==> src/cpu_pkg.sv <==
package cpu_pkg;

    // byte address on the fetch path
    typedef logic [31:0] addr_t;

    // fixed-width instructions
    localparam int INSTR_BYTES = 4;

    // the two instruction slots looked up each fetch cycle
    typedef enum logic {
        SLOT_PC   = 1'b0,
        SLOT_PCP4 = 1'b1
    } slot_t;

endpackage

==> src/pred_pkg.sv <==
package pred_pkg;

    import cpu_pkg::*;

    // return-pc table geometry
    localparam int SET_NUM       = 8;
    localparam int ASSOCIATIVITY = 2;
    localparam int INDEX_BITS    = $clog2(SET_NUM);
    // pc bits 1:0 never reach the table
    localparam int TAG_BITS      = 30 - INDEX_BITS;

    // return address stack
    localparam int RAS_DEPTH     = 8;
    localparam int RAS_PTR_BITS  = $clog2(RAS_DEPTH);
    localparam int RAS_CNT_BITS  = $clog2(RAS_DEPTH + 1);

    // training queue, also the sender's credit pool
    localparam int QUEUE_DEPTH    = 4;
    localparam int QUEUE_PTR_BITS = $clog2(QUEUE_DEPTH);

    typedef logic [TAG_BITS-1:0]   tag_t;
    typedef logic [INDEX_BITS-1:0] index_t;

    // one way of one set
    typedef struct packed {
        logic valid;
        tag_t tag;
    } meta_t;

    // one memory row holds every way of a set
    typedef meta_t [ASSOCIATIVITY-1:0] meta_set_t;

    typedef enum logic {
        TRAIN_CALL   = 1'b0,
        TRAIN_RETURN = 1'b1
    } train_kind_t;

    // link is only meaningful for calls
    typedef struct packed {
        train_kind_t kind;
        addr_t       pc;
        addr_t       link;
    } train_rec_t;

    typedef struct packed {
        logic  hit;
        logic  hit_pc;
        logic  hit_pcp4;
        addr_t target;
    } pred_out_t;

    function automatic tag_t pc_tag(addr_t pc);
        return pc[31:2+INDEX_BITS];
    endfunction

    function automatic index_t pc_index(addr_t pc);
        return pc[2+INDEX_BITS-1:2];
    endfunction

endpackage

==> src/lutram_dual_port.sv <==
`timescale 1ns/1ps

module lutram_dual_port
    import pred_pkg::*;
(
    input  logic      clk,
    input  logic      we,
    input  index_t    waddr,
    input  meta_set_t wdata,
    input  index_t    raddr_a,
    input  index_t    raddr_b,
    output meta_set_t rdata_a,
    output meta_set_t rdata_b
);

    // one row per set, every way side by side
    meta_set_t mem [SET_NUM];

    always_ff @(posedge clk) begin
        if (we) begin
            mem[waddr] <= wdata;
        end
    end

    // reads see the old row until the write edge
    assign rdata_a = mem[raddr_a];
    assign rdata_b = mem[raddr_b];

endmodule

==> src/rpct.sv <==
`timescale 1ns/1ps

module rpct
    import cpu_pkg::*;
    import pred_pkg::*;
(
    input  logic  clk,
    input  logic  rst_n,
    input  logic  is_write,
    input  addr_t write_pc,
    input  addr_t lookup_pc,
    output logic  ready,
    output logic  hit,
    output logic  hit_pc,
    output logic  hit_pcp4
);

    addr_t     pcp4;
    index_t    lookup_idx;
    index_t    pcp4_idx;
    index_t    write_idx;
    tag_t      lookup_tag;
    tag_t      pcp4_tag;
    tag_t      write_tag;

    meta_set_t row_a;
    meta_set_t row_b;
    meta_set_t wr_row;
    meta_set_t mem_wdata;
    index_t    mem_waddr;
    index_t    raddr_a;
    logic      mem_we;

    logic      sweeping;
    index_t    sweep_idx;

    logic      pc_match;
    logic      pcp4_match;
    logic      pc_way;
    logic      pcp4_way;
    logic      wr_match;
    logic      wr_match_way;
    logic      wr_free;
    logic      wr_free_way;
    logic      wr_way;

    slot_t     upd_slot;
    index_t    upd_idx;
    logic      upd_way;
    // one bit per set names the victim way
    logic [SET_NUM-1:0] plru;

    assign pcp4       = lookup_pc + INSTR_BYTES;
    assign lookup_idx = pc_index(lookup_pc);
    assign lookup_tag = pc_tag(lookup_pc);
    assign pcp4_idx   = pc_index(pcp4);
    assign pcp4_tag   = pc_tag(pcp4);
    assign write_idx  = pc_index(write_pc);
    assign write_tag  = pc_tag(write_pc);

    // port a serves the write, otherwise the plus-4 slot
    assign raddr_a = is_write ? write_idx : pcp4_idx;

    always_comb begin
        pc_match   = 1'b0;
        pc_way     = 1'b0;
        pcp4_match = 1'b0;
        pcp4_way   = 1'b0;
        for (int i = 0; i < ASSOCIATIVITY; i++) begin
            if (row_b[i].valid && (row_b[i].tag == lookup_tag)) begin
                pc_match = 1'b1;
                pc_way   = 1'(i);
            end
            if (row_a[i].valid && (row_a[i].tag == pcp4_tag)) begin
                pcp4_match = 1'b1;
                pcp4_way   = 1'(i);
            end
        end
    end

    // table contents are not trusted until the sweep is done
    assign hit_pc   = ready & pc_match;
    assign hit_pcp4 = ready & ~is_write & pcp4_match;
    assign hit      = hit_pc | hit_pcp4;

    // way choice: same tag, then a free way, then the plru victim
    always_comb begin
        wr_match     = 1'b0;
        wr_match_way = 1'b0;
        wr_free      = 1'b0;
        wr_free_way  = 1'b0;
        for (int i = 0; i < ASSOCIATIVITY; i++) begin
            if (row_a[i].valid && (row_a[i].tag == write_tag)) begin
                wr_match     = 1'b1;
                wr_match_way = 1'(i);
            end
            if (!row_a[i].valid && !wr_free) begin
                wr_free     = 1'b1;
                wr_free_way = 1'(i);
            end
        end
        if (wr_match) begin
            wr_way = wr_match_way;
        end else if (wr_free) begin
            wr_way = wr_free_way;
        end else begin
            wr_way = plru[write_idx];
        end
        wr_row               = row_a;
        wr_row[wr_way].valid = 1'b1;
        wr_row[wr_way].tag   = write_tag;
    end

    // sweep owns the write port while it runs
    assign mem_we    = sweeping | is_write;
    assign mem_waddr = sweeping ? sweep_idx : write_idx;
    assign mem_wdata = sweeping ? '0 : wr_row;

    always_ff @(posedge clk) begin
        if (!rst_n) begin
            sweeping  <= 1'b1;
            sweep_idx <= '0;
        end else if (sweeping) begin
            sweep_idx <= sweep_idx + 1'b1;
            if (sweep_idx == index_t'(SET_NUM - 1)) begin
                sweeping <= 1'b0;
            end
        end
    end

    assign ready = ~sweeping;

    // fetch-pc slot wins when both hit
    assign upd_slot = pc_match ? SLOT_PC : SLOT_PCP4;
    assign upd_idx  = (upd_slot == SLOT_PC) ? lookup_idx : pcp4_idx;
    assign upd_way  = (upd_slot == SLOT_PC) ? pc_way : pcp4_way;

    always_ff @(posedge clk) begin
        if (!rst_n) begin
            plru <= '0;
        end else if (hit) begin
            // the other way becomes the victim
            plru[upd_idx] <= ~upd_way;
        end
    end

    lutram_dual_port meta_ram (
        .clk     (clk),
        .we      (mem_we),
        .waddr   (mem_waddr),
        .wdata   (mem_wdata),
        .raddr_a (raddr_a),
        .raddr_b (lookup_idx),
        .rdata_a (row_a),
        .rdata_b (row_b)
    );

endmodule

==> src/ras.sv <==
`timescale 1ns/1ps

module ras
    import cpu_pkg::*;
    import pred_pkg::*;
(
    input  logic  clk,
    input  logic  rst_n,
    input  logic  push,
    input  logic  pop,
    input  addr_t push_addr,
    output addr_t top,
    output logic  empty
);

    addr_t stack [RAS_DEPTH];

    // ptr points at the current top entry
    logic [RAS_PTR_BITS-1:0] ptr;
    logic [RAS_CNT_BITS-1:0] count;
    logic                    full;
    logic                    replace;
    logic                    do_push;
    logic                    do_pop;

    assign empty = (count == '0);
    assign full  = (count == RAS_CNT_BITS'(RAS_DEPTH));

    // push with pop swaps the top in place
    assign replace = push & pop & ~empty;
    assign do_push = push & ~replace;
    assign do_pop  = pop & ~push & ~empty;

    always_ff @(posedge clk) begin
        if (!rst_n) begin
            ptr   <= '0;
            count <= '0;
        end else if (do_push) begin
            // wrapping onto the oldest entry when full
            ptr <= ptr + 1'b1;
            if (!full) begin
                count <= count + 1'b1;
            end
        end else if (do_pop) begin
            ptr   <= ptr - 1'b1;
            count <= count - 1'b1;
        end
    end

    always_ff @(posedge clk) begin
        if (replace) begin
            stack[ptr] <= push_addr;
        end else if (do_push) begin
            stack[ptr + 1'b1] <= push_addr;
        end
    end

    assign top = empty ? '0 : stack[ptr];

endmodule

==> src/update_queue.sv <==
`timescale 1ns/1ps

module update_queue
    import pred_pkg::*;
(
    input  logic       clk,
    input  logic       rst_n,
    input  logic       train_valid,
    input  train_rec_t train_rec,
    input  logic       apply,
    output train_rec_t head,
    output logic       head_valid,
    output logic       train_credit
);

    train_rec_t mem [QUEUE_DEPTH];

    // extra msb tells full from empty
    logic [QUEUE_PTR_BITS:0] wr_ptr;
    logic [QUEUE_PTR_BITS:0] rd_ptr;
    logic                    deq;

    assign head_valid = (wr_ptr != rd_ptr);
    assign head       = mem[rd_ptr[QUEUE_PTR_BITS-1:0]];
    assign deq        = apply & head_valid;

    // the sender holds a credit for every slot it fills
    always_ff @(posedge clk) begin
        if (train_valid) begin
            mem[wr_ptr[QUEUE_PTR_BITS-1:0]] <= train_rec;
        end
    end

    always_ff @(posedge clk) begin
        if (!rst_n) begin
            wr_ptr <= '0;
            rd_ptr <= '0;
        end else begin
            if (train_valid) begin
                wr_ptr <= wr_ptr + 1'b1;
            end
            if (deq) begin
                rd_ptr <= rd_ptr + 1'b1;
            end
        end
    end

    // one credit back per dequeued record
    always_ff @(posedge clk) begin
        if (!rst_n) begin
            train_credit <= 1'b0;
        end else begin
            train_credit <= deq;
        end
    end

endmodule

==> src/return_predictor.sv <==
`timescale 1ns/1ps

module return_predictor
    import cpu_pkg::*;
    import pred_pkg::*;
(
    input  logic       clk,
    input  logic       rst_n,
    input  logic       train_valid,
    input  train_rec_t train_rec,
    input  addr_t      fetch_pc,
    output logic       train_credit,
    output pred_out_t  pred
);

    train_rec_t head;
    logic       head_valid;
    logic       apply;
    logic       ready;
    logic       ret_apply;
    logic       call_apply;
    logic       rpct_hit;
    logic       rpct_hit_pc;
    logic       rpct_hit_pcp4;
    addr_t      ras_top;

    // records stall in the queue during the sweep
    assign apply      = head_valid & ready;
    assign ret_apply  = apply & (head.kind == TRAIN_RETURN);
    assign call_apply = apply & (head.kind == TRAIN_CALL);

    update_queue u_queue (
        .clk          (clk),
        .rst_n        (rst_n),
        .train_valid  (train_valid),
        .train_rec    (train_rec),
        .apply        (apply),
        .head         (head),
        .head_valid   (head_valid),
        .train_credit (train_credit)
    );

    // a return both trains the table and retires the stack top
    rpct u_rpct (
        .clk       (clk),
        .rst_n     (rst_n),
        .is_write  (ret_apply),
        .write_pc  (head.pc),
        .lookup_pc (fetch_pc),
        .ready     (ready),
        .hit       (rpct_hit),
        .hit_pc    (rpct_hit_pc),
        .hit_pcp4  (rpct_hit_pcp4)
    );

    ras u_ras (
        .clk       (clk),
        .rst_n     (rst_n),
        .push      (call_apply),
        .pop       (ret_apply),
        .push_addr (head.link),
        .top       (ras_top),
        .empty     ()
    );

    // target only means something alongside hit
    assign pred = '{
        hit:      rpct_hit,
        hit_pc:   rpct_hit_pc,
        hit_pcp4: rpct_hit_pcp4,
        target:   ras_top
    };

endmodule

==> config.mk <==
export PLATFORM = sky130hd
export DESIGN_NAME = return_predictor
export DESIGN_NICKNAME = d
export VERILOG_FILES = /design/src/cpu_pkg.sv /design/src/pred_pkg.sv /design/src/lutram_dual_port.sv /design/src/rpct.sv /design/src/ras.sv /design/src/update_queue.sv /design/src/return_predictor.sv
export SDC_FILE = /design/constraint.sdc
export NUM_CORES = 1
export LEC_CHECK = 0
export BUFFER_PORTS_ARGS = -buffer_cell sky130_fd_sc_hd__buf_2
export CAP_MARGIN = 20
export CORE_MARGIN = 2
export CORE_UTILIZATION = 34
export DETAILED_ROUTE_END_ITERATION = 8
export PLACE_DENSITY_LB_ADDON = 0.25
export SLEW_MARGIN = 20
export SYNTH_ARGS = -nofsm -noshare
export SYNTH_HDL_FRONTEND = slang
export SYNTH_SLANG_ARGS = --single-unit
==> constraint.sdc <==
create_clock -name clk -period 7.1 [get_ports clk]
set_input_delay 0.355 -clock clk [delete_from_list [all_inputs] [get_ports clk]]
set_output_delay 0.355 -clock clk [all_outputs]
set_load 0.005 [all_outputs]
### Word-level counts from Yosys, hierarchy flattened

Memory sizes are Yosys's and may differ from the RTL's. A register that Yosys moved wholly into a read port is not among the register bits.
Index checks and enable logic that the tools add are counted.
W data, S select, Z words.

* reductions and logical operators: 14
* bitwise gates (word level): 21
* order comparisons: 5
* muxes and demuxes: 54
* add/sub/neg operators: 8
* equality and inequality tests: 10

Operators by type and width (count)
* $eq A27 B27 Y1: 6
* $bwmux W56: 2
* $mux W32: 2
* $demux W28 S1: 2
* $mux W56: 1
* $add A32 B3 Y32 const B: 1
* $reduce_or A32 Y1: 1
* $mux W1: 29
* $mux W28: 1
* $mux W27: 1
* $mux W3: 8
* $add A3 B1 Y3 const B: 4
* $and A1 B1 Y1: 12
* $mux W4: 3
* $logic_and A1 B1 Y1: 9
* $bwmux W8: 1
* $lt A3 B4 Y1 const B: 2
* $not A1 Y1: 7
* $add A4 B1 Y4 const B: 1
* $eq A4 B4 Y1 const B: 1
* $logic_not A4 Y1: 1
* $mux W2: 2
* $sub A4 B1 Y4 const B: 1
* $bmux W1 S3: 1
* 12 further kinds: 13

* memories kept: 3
* output and inout bits: 36
* memory bits (writable): 964
* logic and storage cells: 123
* input bits: 100
* register bits: 26

Memories
* u_rpct.meta_ram.mem: words 8, width 56, rd ports 2, clocked after memory_dff 0, write ports 1, line lutram_dual_port.sv:17 `meta_set_t mem [SET_NUM];`
* u_queue.mem: words 4, width 65, rd ports 1, clocked after memory_dff 1, write ports 1, line update_queue.sv:16 `train_rec_t mem [QUEUE_DEPTH];`
* u_ras.stack: words 8, width 32, rd ports 1, clocked after memory_dff 1, write ports 1, line ras.sv:16 `addr_t stack [RAS_DEPTH];`

### Logic depth before layout (Yosys ltp)

An unclocked memory read counts as a cell.

* word-level depth: 17
* gate-level depth with buffers: 22
* depth with buffers taken out: 14

### Cells and area by module

A second synthesis with hierarchy kept.

* cells, all modules: 2631
* area, all modules: 46671.0 µm²

Modules (own cells, without submodules)
* lutram_dual_port: times used 1, cells each 859, area an instance 20199.4 µm², sequential area each 13452.9 µm²
* ras: times used 1, cells each 495, area an instance 10491.3 µm², sequential area each 7887.6 µm²
* update_queue: times used 1, cells each 394, area an instance 9850.7 µm², sequential area each 7987.7 µm²
* rpct: times used 1, cells each 877, area an instance 6084.6 µm², sequential area each 240.2 µm²
* return_predictor: times used 1, cells each 6, area an instance 45.0 µm², sequential area each 0.0 µm²

### Worst setup path after synthesis

OpenSTA, ideal clock, no wires.

* path kind: register to register
* from: register (tool-made name)
* to: memory u_rpct.meta_ram.mem[5][0] (netlist bit), enable pin
* buffers on the path: 7
* setup time: 0.470 ns
* clock period less this slack: 5.067 ns
* data arrival time: 4.596 ns
* data required time: 6.630 ns
* stages on the path, launching flop included: 12
* setup slack: 2.033 ns
* cell sequence: dfxtp_1 buf_6 mux4_2 buf_2 o311a_1 buf_6 buf_2 buf_4 buf_2 buf_1 a22oi_1 nor2_1

RTL lines (line)
* end, declared: lutram_dual_port.sv:17

==> impl_metrics.sql <==
INSERT INTO impl_metrics (metric_group, metric, value, unit) VALUES
('placed_design', 'post-place-ws', '1.07', 'ns'),
('floorplanning', 'die_y_extent', '372', 'µm'),
('cells_and_area', 'post_route_cells_drive_above_1_share', '23.9', '%'),
('critical_path', 'largest_incremental_delay_on_the_critical_path', '0.76', 'ns'),
('sta', 'slew_headroom', '23.9', '%'),
('sta', 'fin_ws', '0.442', 'ns'),
('placed_design', 'place_hpwl', '87400', 'µm'),
('critical_path', 'critical_path.max_fanout', '69', ''),
('sta', 'tns', '0', 'ns'),
('critical_path', 'slowest_stage', 'sky130_fd_sc_hd__buf_4', ''),
('power', 'leakagePower', '17.5', 'nW'),
('critical_path', 'critical_path.cell_chain', 'mux4_2 > o311a_4 > buf_4 > o221a_2 > a211oi_1 > o21ai_0 > a22o_1 > nand2_1 > o31ai_1 > buf_4 > nor4bb_1 > nand3_1 > nor3_1 > a21oi_1 > o31ai_1 > buf_2', ''),
('clock_tree', 'ctsHtreeMaxLevel', '3', ''),
('logic_synthesis', 'post_synth_num_cell_types', '86', ''),
('sta', 'hold_violations', '0', ''),
('logic_synthesis', 'synthesis.instances', '2870', ''),
('critical_path', 'worst-endpoint-required', '6.74', 'ns'),
('routing', 'num_vias', '28000', ''),
('placed_design', 'finalWeightedCongestion', '0.956', ''),
('grt', 'grt_pass1_vias', '27800', ''),
('grt', 'number_of_antenna_violations_at_the_first_check_in_global_routing', '11', ''),
('grt', 'combined_global_route_utilization_of_all_metal_layers', '19.8', '%'),
('routing', 'avgRoutedWirePerCell', '28.1', 'µm'),
('grt', 'gr-usage-met1', '27.1', '%'),
('clock_tree', 'clock_tree_from_tritoncts', 'done', ''),
('sta', 'finalHoldWorstSlack', '0.119', 'ns'),
('logic_synthesis', 'netlist_area_before_placement', '0.0461', 'mm²'),
('power', 'power.ir.vdd_worst', '0.000244', 'V'),
('sta', 'grt_setup_unrepaired', 'false', ''),
('clock_tree', 'cts.clk_slew.worst_paths', '0.06', 'ns'),
('routing', 'drc_errors', '0', ''),
('sta', 'max_slew.worst_pin.slew', '1.12', 'ns'),
('grt', 'grt_start_max_net_pins', '92', ''),
('grt', 'globalRouteOverflowTotal', '0', ''),
('clock_tree', 'worst_skew_pair.late_latency', '0.74', 'ns'),
('cells_and_area', 'final_design_area_no_fill', '0.0531', 'mm²'),
('routing', 'detailedRoute.firstIterationViolations', '2885', ''),
('critical_path', 'endpoint_kind', 'output pin', ''),
('routing', 'detail_route.first_pass.iterations', '6', ''),
('sta', 'drv_slew', '0', ''),
('logic_synthesis', 'seq_area_frac_synth', '63.6', '%'),
('clock_tree', 'clock_path_buffers', '3', ''),
('power', 'post-layout-total-power', '0.0137', 'W'),
('routing', 'post_drt_via_cell_ratio', '5.68', ''),
('logic_synthesis', 'synthFlopType', 'sky130_fd_sc_hd__edfxtp_1', ''),
('cells_and_area', 'synthToLayoutAreaGrowth', '15.2', '%'),
('grt', 'first_pass_grt_wire_length', '199000', 'µm'),
('clock_tree', 'number_of_sinks_on_the_clock_net', '987', ''),
('critical_path', 'startpoint_class', 'flop', ''),
('flow_run', 'drv.max_cap_violation_count', '0', ''),
('floorplanning', 'core_area', '0.135', 'mm²'),
('worst_hold_path', 'worst_hold_path.num_cells', '2', ''),
('clock_tree', 'clockRootBuffer', 'sky130_fd_sc_hd__clkbuf_16', ''),
('sta', 'max_clock_freq', '150', 'MHz'),
('power', 'power_per_unit_of_standard_cell_area', '258', 'mW/mm²'),
('outcome', 'run_status', 'completed', ''),
('critical_path', 'rr_worst_depth', '16', ''),
('cells_and_area', 'finalNetCount', '3171', ''),
('grt', 'met2_track_demand_over_resource', '31.5', '%'),
('sta', 'finalClockSkew', '0.0475', 'ns'),
('worst_hold_path', 'holdCritPathClass', 'input port to flop', ''),
('logic_synthesis', 'synth-seq-cells', '987', ''),
('sta', 'layout_worst_path_cycle_share', '93.8', '%'),
('sta', 'timing.final.setup_violations', '0', ''),
('logic_synthesis', 'net_count_after_synthesis', '2983', ''),
('placed_design', 'count_of_buffers_inserted_at_the_top_level_ports', '131', ''),
('floorplanning', 'floorplan.die_area', '0.139', 'mm²'),
('cells_and_area', 'most-common-layout-cells', 'sky130_fd_sc_hd__edfxtp_1, sky130_fd_sc_hd__mux4_2, sky130_fd_sc_hd__nand2_1', ''),
('routing', 'drt_wl_total', '139000', 'µm'),
('routing', 'ant_nets', '0', ''),
('placed_design', 'placed_cell_area', '0.0490', 'mm²');
-- power breakdown --
part	total [W]	internal [W]	switching [W]
logic	0.00165	0.000571	0.00108
registers	0.00665	0.00658	0.0000676
clock network	0.00543	0.00311	0.00232
total	0.0137	0.0103	0.00347
-- worst max-delay path, delay by kind of cell (launching register included) --
kind | cells | cell delay [ns]
DFF | 1 | 0.60
buffers and inverters | 3 | 1.13
muxes | 1 | 0.49
and+or+nand+nor | 4 | 0.73
AOI/OAI and AO/OA | 8 | 2.43
-- final cells by class --
cell class	instances	area, µm²
fill	12500	82000
sequential	987	29300
multi-input combinational	1602	15700
clock buffer	137	2820
tap	1781	2230
timing repair buffer	292	2150
clock inverter	59	616
inverter	69	260
antenna	6	15.0
-- routing by layer --
| metal | vias to the layer above | routed length [µm] |
|---|---|---|
| li1 | 12000 | - |
| met1 | 14600 | 59400 |
| met2 | 1115 | 65400 |
| met3 | 247 | 8960 |
| met4 | 2 | 5070 |
| met5 | - | 13 |
-- timing repair --
item                                    in CTS  in global routing
hold buffers                                64                  0
endpoints found under the setup margin       0                  0
endpoints found under the hold margin      254                  0
setup buffers                                0                  0
-- cell families (layout without fill, tap and decap cells) --
kind of cell	after synthesis	in the layout	share of synthesized area, %
muxes	442	442	16.2
and+or+nand+nor	569	569	6.17
adders and majority gates	13	13	0.369
buffers and inverters	281	557	2.85
xor gates and xnor gates	192	192	3.64
DFF	987	987	63.6
other	0	6	0
AOI/OAI and AO/OA	386	386	7.22
-- registers in the layout, indices dropped and copies added, names as in the netlist, named ones only --
signal                flops
u_queue.rd_ptr            3
u_ras.ptr                 3
u_ras.count               4
u_rpct.sweep_idx          3
u_rpct.sweeping           1
u_rpct.meta_ram.mem     448
u_ras.stack             256
u_queue.mem             252
u_queue.wr_ptr            3
u_queue.train_credit      1
u_rpct.plru               8
-- cells in the mapped netlist, types with 33 or more instances --
cell	number	share of area, %
sky130_fd_sc_hd__mux4_2	242	12
sky130_fd_sc_hd__buf_4	33	0.54
sky130_fd_sc_hd__inv_1	69	0.56
sky130_fd_sc_hd__xnor2_1	140	2.7
sky130_fd_sc_hd__clkbuf_1	90	0.73
sky130_fd_sc_hd__buf_2	50	0.54
sky130_fd_sc_hd__nor2_1	129	1.0
sky130_fd_sc_hd__o221a_2	59	1.4
sky130_fd_sc_hd__edfxtp_1	956	62
sky130_fd_sc_hd__a2111oi_0	52	0.99
sky130_fd_sc_hd__xor2_1	52	0.99
sky130_fd_sc_hd__nor4_1	46	0.62
sky130_fd_sc_hd__nand2_1	191	1.6
sky130_fd_sc_hd__o221ai_1	41	0.78
sky130_fd_sc_hd__mux2i_1	188	4.1
sky130_fd_sc_hd__a21oi_1	34	0.37
sky130_fd_sc_hd__o2111ai_1	37	0.70
-- final timing paths --
check	from	to	slack [ns]
max reg2reg	flop	u_rpct.meta_ram.mem[4][24]	0.85
max	flop	pred[34]	0.44
min	rst_n	u_rpct.sweeping	0.12
min reg2reg	u_queue.rd_ptr[1]	flop	0.53
-- per-stage QoR --
step                      cells  util [%]
after global routing       4930      39.3
after global placement     4667      36.3
final                      4933      39.3
after CTS                  4927      39.3
after detailed placement   4667      36.3
after floorplan            2870         -
Power figures use the tool's default switching activity.
